## src/verilog/fu_pkg.sv

```systemverilog
package fu_pkg;

	// floating-point unit classes sharing the write-back bus
	typedef enum logic [2:0] {
		FU_FDIV,
		FU_FADD,
		FU_FMUL,
		FU_ITOF,
		FU_LW
	} fu_unit_t;

	// cycles from issue accept to broadcast
	localparam int LAT_FDIV = 14;
	localparam int LAT_FADD = 6;
	localparam int LAT_FMUL = 4;
	localparam int LAT_ITOF = 3;
	localparam int LAT_LW   = 1;

	// one stage per cycle of the longest unit
	localparam int LINE_DEPTH  = LAT_FDIV;
	localparam int STAGE_WIDTH = $clog2(LINE_DEPTH);

	function automatic int fu_latency(fu_unit_t unit);
		case (unit)
			FU_FDIV: return LAT_FDIV;
			FU_FADD: return LAT_FADD;
			FU_FMUL: return LAT_FMUL;
			FU_ITOF: return LAT_ITOF;
			default: return LAT_LW;
		endcase
	endfunction

endpackage

```

## src/verilog/rob_pkg.sv

```systemverilog
package rob_pkg;

	import fu_pkg::*;

	localparam int ROB_DEPTH  = 16;
	localparam int TAG_WIDTH  = 4;
	localparam int DATA_WIDTH = 32;

	typedef logic [TAG_WIDTH-1:0]  rob_tag_t;
	typedef logic [DATA_WIDTH-1:0] wb_data_t;

	// one booked write-back slot, 40 bits
	typedef struct packed {
		logic     valid;
		rob_tag_t tag;
		fu_unit_t unit;
		wb_data_t data;
	} wb_slot_t;

endpackage

```

## src/verilog/wb_issue_arbiter.sv

```systemverilog
`timescale 1ns/1ps

module wb_issue_arbiter
	import fu_pkg::*;
	import rob_pkg::*;
(
	input  logic                   clk,
	input  logic                   rst_n,
	input  logic                   issue_valid,
	input  fu_unit_t               issue_unit,
	input  wb_data_t               issue_data,
	output logic                   issue_ready,
	input  logic [LINE_DEPTH-1:0]  occupied,
	input  logic                   rob_full,
	input  rob_tag_t               alloc_tag,
	output logic                   issue_fire,
	output wb_slot_t               book_slot,
	output logic [STAGE_WIDTH-1:0] book_depth
);

	int   lat;
	logic above_free;

	////////////////////////////////////////////////////////////
	// slot check
	////////////////////////////////////////////////////////////

	// the stage above the target shifts into it at this edge
	always_comb begin
		lat = fu_latency(issue_unit);
		if (lat >= LINE_DEPTH) begin
			above_free = 1'b1;
		end else begin
			above_free = !occupied[lat];
		end
	end

	// no issue while in reset
	assign issue_ready = rst_n && !rob_full && above_free;
	assign issue_fire  = issue_valid && issue_ready;

	////////////////////////////////////////////////////////////
	// booked entry
	////////////////////////////////////////////////////////////

	assign book_depth = STAGE_WIDTH'(lat - 1);

	always_comb begin
		book_slot.valid = issue_fire;
		book_slot.tag   = alloc_tag;
		book_slot.unit  = issue_unit;
		book_slot.data  = issue_data;
	end

	// longest unit has no stage above it, so only a full rob holds it back
	a_fdiv_never_refused: assert property (
		@(posedge clk) disable iff (!rst_n)
		issue_valid && issue_unit == FU_FDIV && !rob_full |-> issue_ready
	);

endmodule

```

## src/verilog/wb_reservation_line.sv

```systemverilog
`timescale 1ns/1ps

module wb_reservation_line
	import fu_pkg::*;
	import rob_pkg::*;
(
	input  logic                   clk,
	input  logic                   rst_n,
	input  logic                   book,
	input  wb_slot_t               book_slot,
	input  logic [STAGE_WIDTH-1:0] book_depth,
	output logic [LINE_DEPTH-1:0]  occupied,
	output logic                   cdb_valid,
	output rob_tag_t               cdb_tag,
	output wb_data_t               cdb_data
);

	logic [LINE_DEPTH-1:0] valid_q;
	wb_slot_t              line_q [LINE_DEPTH];
	wb_slot_t              line_d [LINE_DEPTH];
	logic                  shifted_hit;

	////////////////////////////////////////////////////////////
	// next line state
	////////////////////////////////////////////////////////////

	always_comb begin
		// everything moves one stage closer to the bus
		for (int i = 0; i < LINE_DEPTH - 1; i++) begin
			line_d[i]       = line_q[i+1];
			line_d[i].valid = valid_q[i+1];
		end
		line_d[LINE_DEPTH-1] = '0;

		// new booking lands on its target stage
		for (int i = 0; i < LINE_DEPTH; i++) begin
			if (book && book_depth == STAGE_WIDTH'(i)) begin
				line_d[i] = book_slot;
			end
		end
	end

	////////////////////////////////////////////////////////////
	// stages and broadcast register
	////////////////////////////////////////////////////////////

	always_ff @(posedge clk or negedge rst_n) begin
		if (!rst_n) begin
			valid_q   <= '0;
			cdb_valid <= 1'b0;
		end else begin
			for (int i = 0; i < LINE_DEPTH; i++) begin
				valid_q[i] <= line_d[i].valid;
			end
			cdb_valid <= valid_q[0];
		end
	end

	always_ff @(posedge clk) begin
		for (int i = 0; i < LINE_DEPTH; i++) begin
			line_q[i] <= line_d[i];
		end
		// bottom stage goes out on the bus
		cdb_tag  <= line_q[0].tag;
		cdb_data <= line_q[0].data;
	end

	assign occupied = valid_q;

	// entry that would shift into the booked stage
	assign shifted_hit = (book_depth != STAGE_WIDTH'(LINE_DEPTH - 1))
		&& valid_q[book_depth + 1'b1];

	a_no_slot_overwrite: assert property (
		@(posedge clk) disable iff (!rst_n)
		book |-> !shifted_hit
	);

endmodule

```

## src/verilog/rob_completion.sv

```systemverilog
`timescale 1ns/1ps

module rob_completion
	import rob_pkg::*;
(
	input  logic     clk,
	input  logic     rst_n,
	input  logic     issue_fire,
	output rob_tag_t alloc_tag,
	output logic     rob_full,
	input  logic     cdb_valid,
	input  rob_tag_t cdb_tag,
	input  wb_data_t cdb_data,
	output logic     commit_req,
	output rob_tag_t commit_tag,
	output wb_data_t commit_data,
	input  logic     commit_ack
);

	typedef enum logic [1:0] {
		ST_IDLE,
		ST_REQ,
		ST_ACK_LOW
	} commit_state_t;

	commit_state_t        state_q;
	rob_tag_t             head_q;
	rob_tag_t             tail_q;
	logic [TAG_WIDTH:0]   count_q;
	logic [ROB_DEPTH-1:0] busy_q;
	logic [ROB_DEPTH-1:0] done_q;
	wb_data_t             data_q [ROB_DEPTH];
	logic                 head_ready;
	logic                 retire;

	assign alloc_tag = tail_q;
	assign rob_full  = count_q == (TAG_WIDTH+1)'(ROB_DEPTH);

	// head done already, or finishing on the bus right now
	assign head_ready = busy_q[head_q]
		&& (done_q[head_q] || (cdb_valid && cdb_tag == head_q));
	assign retire = state_q == ST_REQ && commit_ack;

	////////////////////////////////////////////////////////////
	// entry flags and pointers
	////////////////////////////////////////////////////////////

	always_ff @(posedge clk or negedge rst_n) begin
		if (!rst_n) begin
			head_q  <= '0;
			tail_q  <= '0;
			count_q <= '0;
			busy_q  <= '0;
			done_q  <= '0;
		end else begin
			if (retire) begin
				busy_q[head_q] <= 1'b0;
				head_q         <= head_q + 1'b1;
			end
			if (issue_fire) begin
				busy_q[tail_q] <= 1'b1;
				done_q[tail_q] <= 1'b0;
				tail_q         <= tail_q + 1'b1;
			end
			if (cdb_valid) begin
				done_q[cdb_tag] <= 1'b1;
			end
			count_q <= count_q + issue_fire - retire;
		end
	end

	always_ff @(posedge clk) begin
		if (cdb_valid) begin
			data_q[cdb_tag] <= cdb_data;
		end
	end

	////////////////////////////////////////////////////////////
	// four-phase commit of the head
	////////////////////////////////////////////////////////////

	always_ff @(posedge clk or negedge rst_n) begin
		if (!rst_n) begin
			state_q <= ST_IDLE;
		end else begin
			case (state_q)
				ST_IDLE:    if (head_ready && !commit_ack) state_q <= ST_REQ;
				ST_REQ:     if (commit_ack) state_q <= ST_ACK_LOW;
				ST_ACK_LOW: if (!commit_ack) state_q <= ST_IDLE;
				default:    state_q <= ST_IDLE;
			endcase
		end
	end

	assign commit_req  = state_q == ST_REQ;
	assign commit_tag  = head_q;
	assign commit_data = data_q[head_q];

	// broadcast only for an allocated entry still waiting
	a_cdb_hits_pending: assert property (
		@(posedge clk) disable iff (!rst_n)
		cdb_valid |-> busy_q[cdb_tag] && !done_q[cdb_tag]
	);

	a_req_held_until_ack: assert property (
		@(posedge clk) disable iff (!rst_n)
		commit_req && !commit_ack |=> commit_req
	);

endmodule

```

## src/verilog/fpu_writeback_core.sv

```systemverilog
`timescale 1ns/1ps

module fpu_writeback_core
	import fu_pkg::*;
	import rob_pkg::*;
(
	input  logic     clk,
	input  logic     rst_n,
	input  logic     issue_valid,
	input  fu_unit_t issue_unit,
	input  wb_data_t issue_data,
	output logic     issue_ready,
	output logic     cdb_valid,
	output rob_tag_t cdb_tag,
	output wb_data_t cdb_data,
	output logic     commit_req,
	output rob_tag_t commit_tag,
	output wb_data_t commit_data,
	input  logic     commit_ack
);

	logic [LINE_DEPTH-1:0]  occupied;
	logic                   issue_fire;
	wb_slot_t               book_slot;
	logic [STAGE_WIDTH-1:0] book_depth;
	logic                   rob_full;
	rob_tag_t               alloc_tag;

	wb_issue_arbiter i_wb_issue_arbiter (
		.clk, .rst_n,
		.issue_valid, .issue_unit, .issue_data, .issue_ready,
		.occupied, .rob_full, .alloc_tag,
		.issue_fire, .book_slot, .book_depth
	);

	// an accepted issue is the booking
	wb_reservation_line i_wb_reservation_line (
		.clk, .rst_n,
		.book(issue_fire), .book_slot, .book_depth,
		.occupied, .cdb_valid, .cdb_tag, .cdb_data
	);

	rob_completion i_rob_completion (
		.clk, .rst_n,
		.issue_fire, .alloc_tag, .rob_full,
		.cdb_valid, .cdb_tag, .cdb_data,
		.commit_req, .commit_tag, .commit_data, .commit_ack
	);

endmodule

```

## config.mk

```make
export PLATFORM = sky130hd
export DESIGN_NAME = fpu_writeback_core
export DESIGN_NICKNAME = d
export VERILOG_FILES = /design/src/verilog/fu_pkg.sv /design/src/verilog/rob_pkg.sv /design/src/verilog/wb_issue_arbiter.sv /design/src/verilog/wb_reservation_line.sv /design/src/verilog/rob_completion.sv /design/src/verilog/fpu_writeback_core.sv
export SDC_FILE = /design/constraint.sdc
export NUM_CORES = 1
export LEC_CHECK = 0
export BUFFER_PORTS_ARGS = -buffer_cell sky130_fd_sc_hd__buf_2
export CAP_MARGIN = 20
export CORE_ASPECT_RATIO = 0.7
export CORE_UTILIZATION = 60
export CTS_CLUSTER_DIAMETER = 80
export CTS_CLUSTER_SIZE = 8
export DETAILED_ROUTE_END_ITERATION = 8
export GPL_ROUTABILITY_DRIVEN = 1
export HOLD_SLACK_MARGIN = 0.15
export PLACE_DENSITY = 0.76
export RECOVER_POWER = 50
export SYNTH_ARGS = -nofsm -noshare
export SYNTH_HDL_FRONTEND = slang
export SYNTH_SLANG_ARGS = --single-unit
```

## constraint.sdc

```tcl
create_clock -name clk -period 5.7 [get_ports clk]
set_input_delay 1.14 -clock clk [delete_from_list [all_inputs] [get_ports clk]]
set_output_delay 1.14 -clock clk [all_outputs]
set_load 0.01 [all_outputs]
```

* Yosys cells after proc, flatten, opt, wreduce, memory -nomap -nowiden
Memories as Yosys holds them, arrays and structs flattened. A register that Yosys moved wholly into a read port is not among the register bits. Index checks and enable logic that the tools add are counted.
Word-level totals: memory bits (writable) 1072, word-level logic and storage cells 123, register bits after elaboration 62, memories kept 2, bits of input ports 39
Operators by class: $add $sub $neg 5, reductions and logical operators 32, bitwise logic cells 6, mux-type cells 39, order comparisons 8, eq/ne operators 23
Memory list:
- i_wb_reservation_line.line_q | words 14, bits a word 40, read ports 14, clocked after memory_dff 1, write ports 14, line wb_reservation_line.sv:19 | wb_slot_t line_q [LINE_DEPTH];
- i_rob_completion.data_q | words 16, bits a word 32, read ports 1, clocked after memory_dff 0, write ports 1, line rob_completion.sv:32 | wb_data_t data_q [ROB_DEPTH];
Operator list (count):
- 40-bit two-way mux | 14
- 16-bit two-way mux | 4
- 16-bit AND | 2
- 16-bit inverter | 2
- 16-bit bitwise OR | 2
- 4-bit equality test (second input constant) | 6
- 1-bit logical AND | 24
- 4-bit by 5-bit < comparator with 1-bit output (second input constant) | 4
- 4-bit by 3-bit equality test with 1-bit output (second input constant) | 4
- 4-bit case mux with 4 select lines | 1
- 1-bit binary-select mux with 4-bit select | 3
- 1-bit demux with 4-bit select | 3
- 4-bit by 1-bit greater-or-equal comparator with 1-bit output (second input constant) | 3
- 1-bit two-way mux | 10
- 4-bit by 1-bit adder with 4-bit output (second input constant) | 2
- 4-bit by 2-bit equality test with 1-bit output (second input constant) | 2
- 3-bit by 2-bit equality test with 1-bit output (second input constant) | 2
- 2-bit two-way mux | 3
- 2-bit case mux with 3 select lines | 1
- 5-bit by 1-bit adder with 5-bit output | 1
- 5-bit equality test (second input constant) | 1
- 5-bit by 1-bit subtractor with 5-bit output | 1
- 4-bit by 1-bit equality test with 1-bit output (second input constant) | 1
- 4-bit equality test | 1
- 13 further kinds | 16

* Longest topological paths before layout
Gate-level depths: netlist of the first run.
depth in word-level cells 12, mapped depth 17, gate-level depth less buffers 16

* Modules after synthesis
From an unflattened synthesis of the first run, not the netlist that was laid out.
Second synthesis, totals: cells, all modules 2195, area total of the unflattened synthesis 39801.9 µm²
Modules (own cells, without submodules):
- rob_completion | times used 1, cells an instance 957, area an instance 21795.9 µm²
- wb_reservation_line | times used 1, cells an instance 1183, area an instance 17606.9 µm²
- wb_issue_arbiter | times used 1, cells an instance 55, area an instance 399.1 µm²

* Worst setup path before layout of the first run
OpenSTA, ideal clock, no wires.
kind register to register, start reg i_wb_reservation_line.cdb_tag[2] (read register of i_wb_reservation_line.line_q), end mem i_rob_completion.data_q[0][0] in the netlist's numbering (enable), slack 1.357 ns, clock period less this slack 4.343 ns, stages on the path, launching flop included 3, arrival 3.835 ns, path buffers 1, required time 5.192 ns, cell sequence dfxtp_1 > clkbuf_1 > nor4_1
RTL lines:
- start, declared | line wb_reservation_line.sv:14 | output rob_tag_t cdb_tag,
- end, declared | line rob_completion.sv:32
No word-level cell before the write port.

* Worst setup path in the final report of the first run
start reg i_rob_completion.head_q[0], in the netlist i_rob_completion.commit_tag[0], end out commit_data[2]
On the way: longest elaborated chain between the ends 1
Ends and longest elaborated chain:
- start, declared | line rob_completion.sv:27 | rob_tag_t head_q;
- start signal, assigned | line rob_completion.sv:58 | head_q <= head_q + 1'b1;
- memory 16 x 32 bit
- end, declared | line fpu_writeback_core.sv:18 | output wb_data_t commit_data,
Every way passes these cells.

==> impl_metrics.py, run 1 <==
metrics = {
    "outcome": {
        "status": "finished clean",
    },
    "timing": {
        "tightestPinTransition_ps": 1050,
        "skew_ps": 35.4,
        "relSlewSlack": 0.301,
        "finalMaxSlewViolations": 0,
        "period_minus_slack_ps": 4520,
        "fin_hold_ws_ps": 298,
        "fin_crit_sh": 0.794,
        "setup_viol": 0,
        "grt_setup_unrepaired": "no",
        "max_freq_mhz": 221,
        "hold_violations": 0,
        "setup_tns_ps": 0,
    },
    "global_route": {
        "grt_pass1_vias": 17500,
        "grt.overflow.total": 0,
        "grt_use_total": 0.240,
        "grt_max_degree": 66,
        "grt_pass1_wl_um": 109000,
        "antenna_found_initial": 3,
    },
    "cells_and_area": {
        "syn_to_final_growth_pct": 13.6,
        "multi_input_area_sq_um": 7200,
        "drive_above_1_share": 0.315,
        "seq_area_sq_um": 27700,
        "finalNetCount": 2044,
        "layout_common_cells": "540 x dfxtp_1, 512 x edfxtp_1, 167 x mux4_2",
        "fillers": 3600,
        "final_common_cell": "dfxtp_1",
        "diodes": 0,
    },
    "cts": {
        "cts-root-buf": "clkbuf_16",
        "h-tree-depth": 4,
        "clock_sinks": 1114,
        "cts_tree": "built",
        "clk_latency_ps": 730,
        "clkTransAtPathRegs_ps": 50,
        "ctsHoldBuffers": 0,
        "cts-buffers-inserted": 157,
        "cts_resized": 0,
        "max-clock-path-buffers": 3,
        "cts_setup_buffers": 0,
    },
    "worst_setup_path": {
        "cp_max_fo": 33,
        "cp.arrival_ps": 3380,
        "cp.required_ps": 4560,
        "cp-end-kind": "output port",
        "startpoint_type": "flip-flop",
        "crit_family": "multiplexers",
        "r2r-start": "i_wb_reservation_line.occupied[6]",
        "path_class": "flip-flop to output port",
        "crit_slowest_cell": "dfrtp_4",
        "worst_path_largest_cell_delay_ps": 870,
        "cp_common_cell": "mux4_2",
        "crit_start": "i_rob_completion.commit_tag[0]",
        "cp_cell_sequence": "buf_4 -> mux4_2 -> mux4_2 -> buf_2",
        "crit_buf_inv": 2,
    },
    "yosys": {
        "ys.warnings.count": 0,
        "yosysUniqueCellTypes": 42,
        "async_flop_share": 0.0557,
        "synth_seq_cells": 1114,
        "synth_top_area_cell": "edfxtp_1",
        "yosysSeqAreaShare": 0.760,
        "synth_area_leaders": "edfxtp_1 42%, dfxtp_1 30%, mux4_2 10%",
        "synth_area_per_cell_sq_um": 17.5,
        "synth_edf_count": 512,
        "synth_top_area_share": 0.421,
        "syn-instance-count": 2087,
        "ys.flop_type": "dfxtp_1",
        "synth_nets": 2141,
        "synth.cell_area_sq_um": 36500,
    },
    "power": {
        "leakagePower_nw": 15.6,
        "power.density_nw_per_um2": 505,
        "vdd_drop_max_uv": 274,
    },
    "placed_design": {
        "gp_congestion": 0.827,
        "dp_hpwl_um": 36700,
        "io_buffers": 113,
    },
    "floorplanning": {
        "core_region_area_sq_um": 60000,
        "rows": 75,
        "die_width_um": 297,
        "ioPinCount": 114,
        "initial_core_util": 0.609,
        "die_h_um": 208,
        "die-area_sq_um": 61800,
    },
    "job": {
        "maxCapViolCount": 0,
    },
    "route": {
        "ant_nets": 0,
        "dr.pass1.iters": 7,
        "wl_per_cell_um": 24.9,
        "drtIter0Drc": 1519,
        "avgViaCountPerCell": 5.75,
        "drt_wl_total_um": 71900,
        "vias": 16600,
        "drc_errors": 0,
    },
    "hold_path": {
        "min_from": "i_wb_reservation_line.line_q[0][12]",
        "hold_path.class": "flip-flop to flip-flop",
    },
}
-- metrics by stage --
| stage | setup WS, ps | total power, mW | instances | util | instance area [sq um] |
|---|---|---|---|---|---|
| 5_1_grt | 997 | 21.7 | 2893 | 0.691 | 41500 |
| 3_3_place_gp | 1500 | 12.5 | 2639 | 0.615 | 36900 |
| 2_1_floorplan | 1360 | 11.6 | 2087 | - | 36500 |
| 3_5_place_dp | 1420 | 12.6 | 2639 | 0.615 | 36900 |
| 6_report | 1180 | 20.9 | 2893 | 0.691 | 41500 |
| 4_1_cts | 1060 | 21.1 | 2893 | 0.691 | 41500 |
-- cells by family after synthesis --
group                      after synthesis  share of synthesized area
AOI/OAI and AO/OA                       63                    0.00960
xor gates and xnor gates                14                    0.00336
adders and majority gates               15                    0.00535
buffers and inverters                  416                     0.0457
DFF                                   1114                      0.760
muxes                                  312                      0.154
and+or+nand+nor                        153                     0.0222
-- metal layers --
layer / share of wire / up-vias / global-route usage
li1: - / 7120 / -
met1: 0.41 / 8584 / 0.329
met2: 0.48 / 768 / 0.376
met3: 0.081 / 160 / 0.0563
met4: 0.026 / 2 / 0.0904
met5: 0.00018 / - / 0
-- cell usage after synthesis, types with 14 or more instances --
library cell  instances
mux2_2               85
dfrtp_1              62
and3_1               37
nand2_1              21
o21ai_0              36
a21oi_1              19
nor2_1               42
mux2_4               58
edfxtp_1            512
mux4_2              167
inv_1                14
buf_2                22
dfxtp_1             540
ha_1                 14
clkbuf_1            366
-- path summary, 6_finish.rpt --
kind	to	slack (ps)	cells past startpoint
hold reg to reg	i_wb_reservation_line.cdb_data[12]	300	0
setup reg to reg	i_rob_completion.count_q[4]	2390	14
setup / recovery	commit_data[2]	1180	4
min in group asynchronous	i_wb_reservation_line.occupied[6]	700	2
max in group asynchronous	i_rob_completion.commit_tag[1]	4350	2
hold / removal	i_wb_reservation_line.cdb_data[12]	300	0
-- state kept, by name, summed over array words and instances (netlist names) --
name / cells
i_rob_completion.data_q: 512
i_wb_reservation_line.line_q: 504
i_wb_reservation_line.cdb_data: 32
i_rob_completion.busy_q: 16
i_rob_completion.done_q: 16
i_wb_reservation_line.occupied: 14
i_rob_completion.count_q: 5
i_rob_completion.alloc_tag: 4
i_rob_completion.commit_tag: 4
i_wb_reservation_line.cdb_tag: 4
i_rob_completion.state_q: 2
i_wb_reservation_line.cdb_valid: 1
-- cell type report --
class                   count  area share
clock buffers             239       0.103
clock inverters            15     0.00836
inverters                  14     0.00127
multi-input cells         557       0.174
flip-flops and latches   1114       0.669
well taps                 808      0.0244
repair buffers            146      0.0205
-- report_power, final --
part	switching (mW)	leakage (nW)	internal, mW
Clock	3.31	2.19	5.15
Sequential	0.459	9.85	8.78
Combinational	1.54	3.52	1.68
Total	5.31	15.6	15.6
No activity file was read; power rests on OpenSTA's default activity.
==> run 2: changes to the inputs <==
clock period = 4.2 ns   (was 5.7 ns; I/O delays follow)
==> impl_metrics.py, run 2 (synthesized netlist as in run 1, its figures left out) <==
metrics = {
    "cells_and_area": {
        "largest_reg_flops": 512,
        "fillers": 3617,
        "reg_top3": "i_rob_completion.data_q: 512 flops, i_wb_reservation_line.line_q: 504 flops, i_wb_reservation_line.cdb_data: 32 flops",
        "drive_above_1_share": 0.318,
        "final_common_cell": "dfxtp_1",
        "regMostFlops": "i_rob_completion.data_q",
        "layout_common_cells": "540 x dfxtp_1, 512 x edfxtp_1, 167 x mux4_2",
        "syn_to_final_growth_pct": 13.9,
        "finalNetCount": 2055,
        "fin_cells": 2902,
    },
    "timing": {
        "skew_ps": 44.3,
        "setup_tns_ps": 0,
        "tightestPinTransition_ps": 990,
        "setup_viol": 0,
        "finalMaxSlewViolations": 0,
        "hold_violations": 0,
        "fin_crit_sh": 0.932,
        "max_freq_mhz": 256,
        "relSlewSlack": 0.338,
        "layout_setup_ws_ps": 287,
        "grt_setup_unrepaired": "no",
        "period_minus_slack_ps": 3910,
    },
    "hold_path": {
        "hold_path.class": "flip-flop to flip-flop",
    },
    "route": {
        "ant_nets": 0,
        "vias": 16700,
        "drtIter0Drc": 1632,
        "avgViaCountPerCell": 5.74,
        "dr.pass1.iters": 5,
        "wl_per_cell_um": 25.2,
        "drt_wl_total_um": 73100,
        "drc_errors": 0,
    },
    "worst_setup_path": {
        "r2r-start": "i_rob_completion.state_q[0]",
        "crit_start": "i_rob_completion.commit_tag[1]",
        "crit_slowest_cell": "dfrtp_4",
        "cp.arrival_ps": 3070,
        "cp.required_ps": 3360,
        "r2r_slack_ps": 1340,
        "reg2reg_to": "i_rob_completion.count_q[4]",
        "critPathCapture": "commit_data[16]",
        "crit_family": "multiplexers",
        "crit_buf_inv": 2,
        "worst_path_largest_cell_delay_ps": 790,
        "r2r_cells": 12,
        "startpoint_type": "flip-flop",
        "worstSetupPathDepth": 4,
        "path_class": "flip-flop to output port",
        "cp-end-kind": "output port",
        "cp_max_fo": 35,
        "cp_common_cell": "mux4_2",
        "cp_cell_sequence": "buf_4 -> mux4_2 -> mux4_2 -> buf_2",
    },
    "power": {
        "intPower_mw": 21.2,
        "p_comb_frac": 0.158,
        "p_clk_frac": 0.402,
        "leakagePower_nw": 15.6,
        "sw_frac_of_total": 0.253,
        "vdd_drop_max_uv": 492,
        "p_switching_mw": 7.19,
        "power.density_nw_per_um2": 683,
        "pwr-share-seq": 0.440,
    },
    "job": {
        "maxCapViolCount": 0,
    },
    "floorplanning": {
        "die_width_um": 297,
        "rows": 75,
        "initial_core_util": 0.609,
        "core_region_area_sq_um": 60000,
        "die-area_sq_um": 61800,
        "die_h_um": 208,
        "ioPinCount": 114,
    },
    "global_route": {
        "grt_pass1_vias": 17800,
        "grt_use_total": 0.243,
        "antenna_found_initial": 0,
        "grt_pass1_wl_um": 110000,
        "grt.overflow.total": 0,
        "grt_max_degree": 50,
    },
    "placed_design": {
        "dp_hpwl_um": 38500,
        "placed_cells": 2649,
        "place_worst_setup_slack_ps": 771,
        "gp_congestion": 0.836,
        "io_buffers": 113,
    },
    "cts": {
        "clock_sinks": 1114,
        "cts_tree": "built",
        "cts_resized": 0,
        "h-tree-depth": 4,
        "clkTransAtPathRegs_ps": 50,
        "cts-root-buf": "clkbuf_16",
        "cts-buffers-inserted": 157,
        "clk_latency_ps": 740,
        "max-clock-path-buffers": 3,
    },
    "outcome": {
        "status": "finished clean",
    },
}
==> run 2: how the worst min path moves through the flow <==
stage                                               startpoint                                    to  slack [ps]  cells after the start
after floorplan             i_wb_reservation_line.line_q[0][0]     i_wb_reservation_line.cdb_data[0]         310                      0
after detailed placement  i_wb_reservation_line.line_q[11][14]  i_wb_reservation_line.line_q[10][14]         310                      0
after global routing      i_wb_reservation_line.line_q[12][16]  i_wb_reservation_line.line_q[11][16]         320                      0
final                      i_wb_reservation_line.line_q[2][18]   i_wb_reservation_line.line_q[1][18]         310                      0
after global placement     i_wb_reservation_line.line_q[7][12]   i_wb_reservation_line.line_q[6][12]         310                      0
after CTS                                           commit_ack           i_rob_completion.state_q[0]         310                      2
==> run 2: layout make-up <==
type / count / area (sq um) / area share
clock inverters: 14 / 260 / 0.00626
inverters: 14 / 52.6 / 0.00126
diodes: 2 / 5.00 / 0.000120
multi-input cells: 557 / 7200 / 0.173
repair buffers: 157 / 1030 / 0.0249
flip-flops and latches: 1114 / 27700 / 0.668
well taps: 808 / 1010 / 0.0243
clock buffers: 236 / 4250 / 0.102
==> run 2: per-stage QoR <==
step	hold slack, ps	power [mW]	area, sq um	utilization
3_3_place_gp	310	17.0	37000	0.618
2_1_floorplan	310	15.7	36500	-
4_1_cts	311	28.6	41600	0.693
5_1_grt	317	29.4	41500	0.693
6_report	310	28.4	41600	0.693
3_5_place_dp	312	17.1	37000	0.618
==> run 2: metal layers <==
metal  share of wire  track usage
met5               0            0
met4           0.026       0.0958
met3           0.085       0.0650
met2            0.48        0.378
met1            0.41        0.329
==> run 2: power groups by stage <==
stage	registers (mW)	clock network, mW	logic, mW
floorplan	12.3	0	3.34
global placement	12.6	0	4.37
detailed placement	12.7	0	4.45
CTS	12.5	11.6	4.55
global route	12.5	12.1	4.79
finish	12.5	11.4	4.48
==> run 2: timing repair <==
item,in CTS,in global routing
hold endpoints to repair,13,0
hold buffers,1,0
buffers inserted,0,0
==> run 3: changes to the inputs <==
BUFFER_PORTS_ARGS = -buffer_cell sky130_fd_sc_hd__buf_4   (was -buffer_cell sky130_fd_sc_hd__buf_2)
CORE_ASPECT_RATIO = 2   (was 0.7)
clock period = 4.35 ns   (was 4.2 ns; I/O delays follow)
==> impl_metrics.py, run 3 (synthesized netlist as in run 1, its figures left out) <==
metrics = {
    "power": {
        "intPower_mw": 20.6,
        "power.density_nw_per_um2": 656,
        "leakagePower_nw": 15.7,
        "p_clk_frac": 0.399,
        "vdd_drop_max_uv": 435,
        "sw_frac_of_total": 0.248,
        "pwr-share-seq": 0.441,
        "p_switching_mw": 6.79,
        "p_comb_frac": 0.160,
    },
    "cts": {
        "clock_sinks": 1114,
        "max-clock-path-buffers": 3,
        "cts_resized": 0,
        "clkTransAtPathRegs_ps": 50,
        "cts_tree": "built",
        "cts-buffers-inserted": 157,
        "cts-root-buf": "clkbuf_16",
        "clk_latency_ps": 690,
        "h-tree-depth": 4,
    },
    "outcome": {
        "status": "finished clean",
    },
    "timing": {
        "finalMaxSlewViolations": 0,
        "max_freq_mhz": 249,
        "setup_viol": 0,
        "period_minus_slack_ps": 4010,
        "hold_violations": 0,
        "setup_tns_ps": 0,
        "grt_setup_unrepaired": "no",
        "relSlewSlack": 0.251,
        "fin_crit_sh": 0.922,
        "tightestPinTransition_ps": 1120,
        "skew_ps": 27.7,
    },
    "cells_and_area": {
        "final_common_cell": "dfxtp_1",
        "drive_above_1_share": 0.320,
        "reg_top3": "i_rob_completion.data_q: 512 flops, i_wb_reservation_line.line_q: 504 flops, i_wb_reservation_line.cdb_data: 32 flops",
        "layout_common_cells": "540 x dfxtp_1, 512 x edfxtp_1, 167 x mux4_2",
        "regMostFlops": "i_rob_completion.data_q",
        "largest_reg_flops": 512,
        "finalNetCount": 2059,
        "fin_area_sq_um": 41700,
        "syn_to_final_growth_pct": 14.4,
        "diodes": 0,
    },
    "route": {
        "ant_nets": 0,
        "drtIter0Drc": 1195,
        "drc_errors": 0,
        "drt_wl_total_um": 69100,
        "avgViaCountPerCell": 5.65,
        "dr.pass1.iters": 5,
        "wl_per_cell_um": 24.0,
        "vias": 16200,
    },
    "global_route": {
        "grt_pass1_vias": 17800,
        "grt_pass1_wl_um": 105000,
        "grt_use_total": 0.232,
        "grt_max_degree": 45,
        "grt.overflow.total": 0,
        "antenna_found_initial": 0,
    },
    "worst_setup_path": {
        "path_class": "flip-flop to output port",
        "cp_cell_sequence": "buf_4 -> mux4_2 -> mux4_2 -> buf_4",
        "startpoint_type": "flip-flop",
        "cp.required_ps": 3480,
        "cp_max_fo": 23,
        "cp.arrival_ps": 3140,
        "crit_slowest_cell": "dfrtp_4",
        "worst_path_largest_cell_delay_ps": 720,
        "cp-end-kind": "output port",
    },
    "hold_path": {
        "hold_path.class": "flip-flop to flip-flop",
    },
    "floorplanning": {
        "die-area_sq_um": 61900,
        "initial_core_util": 0.608,
        "die_h_um": 351,
        "rows": 127,
        "die_width_um": 176,
        "core_region_area_sq_um": 60100,
        "ioPinCount": 114,
    },
    "placed_design": {
        "dp_hpwl_um": 38700,
        "io_buffers": 113,
        "gp_congestion": 0.751,
        "placed_area_sq_um": 37200,
    },
    "job": {
        "maxCapViolCount": 0,
    },
}
run 3: changes by cell type in the layout (fill, tap and decap cells not counted), sizes merged:
cell / change
clkinv: +2
diode: -2
buf: +5
run 3: power groups by stage:
stage               clock network [mW]  logic, mW  registers [mW]
global placement                     0       4.32            12.2
global route                      11.6       4.71            12.1
detailed placement                   0       4.41            12.3
floorplan                            0       3.23            11.9
finish                            10.9       4.39            12.1
CTS                               11.1       4.47            12.1
run 3: timing repair:
action,4_1_cts,5_1_grt
hold buffers,1,0
buffers inserted,0,0
endpoints found under the setup margin,0,0
endpoints found under the hold margin,32,0
run 3: layout make-up:
| type | count | area (sq um) |
|---|---|---|
| Clock buffer | 237 | 4230 |
| Clock inverter | 16 | 279 |
| Multi-Input combinational cell | 557 | 7200 |
| Tap cell | 774 | 968 |
| Sequential cell | 1114 | 27700 |
| Inverter | 14 | 52.6 |
| Timing Repair Buffer | 161 | 1260 |
| Fill cell | 3765 | 18300 |
run 3: layer usage:
layer / global-route usage / vias up / share of wire
met5: 0 / - / 0
met4: 0.113 / 0 / 0.036
met3: 0.0423 / 156 / 0.053
met1: 0.276 / 8353 / 0.37
li1: - / 7140 / -
met2: 0.407 / 595 / 0.54
run 3: final timing paths:
kind                            cells past startpoint                                   to                                 from  slack (ps)
worst min register to register                      0  i_wb_reservation_line.line_q[4][14]  i_wb_reservation_line.line_q[5][14]         320
worst min-delay path                                0  i_wb_reservation_line.line_q[4][14]  i_wb_reservation_line.line_q[5][14]         320
min in group asynchronous                           2    i_wb_reservation_line.occupied[2]                                rst_n         660
max in group asynchronous                           3          i_rob_completion.done_q[12]                                rst_n        2870
worst max register to register                     17          i_rob_completion.count_q[4]          i_rob_completion.count_q[3]        1490
worst max-delay path                                4                       commit_data[5]       i_rob_completion.commit_tag[0]         340
run 3: metrics by stage:
step / cells / utilization / power, mW / worst slack (ps) / hold slack, ps
floorplan: 2087 / - / 15.1 / 7.30 / 310
global placement: 2618 / 0.619 / 16.5 / 845 / 310
detailed placement: 2618 / 0.619 / 16.7 / 785 / 312
CTS: 2872 / 0.695 / 27.7 / 250 / 312
global route: 2873 / 0.695 / 28.4 / 195 / 314
finish: 2873 / 0.695 / 27.4 / 340 / 315
run 3: critical path: cells and delay by family (launching register included):
kind                   cells  cell delay, ps
flip-flops                 1             720
multiplexers               2            1100
buffers and inverters      2             630
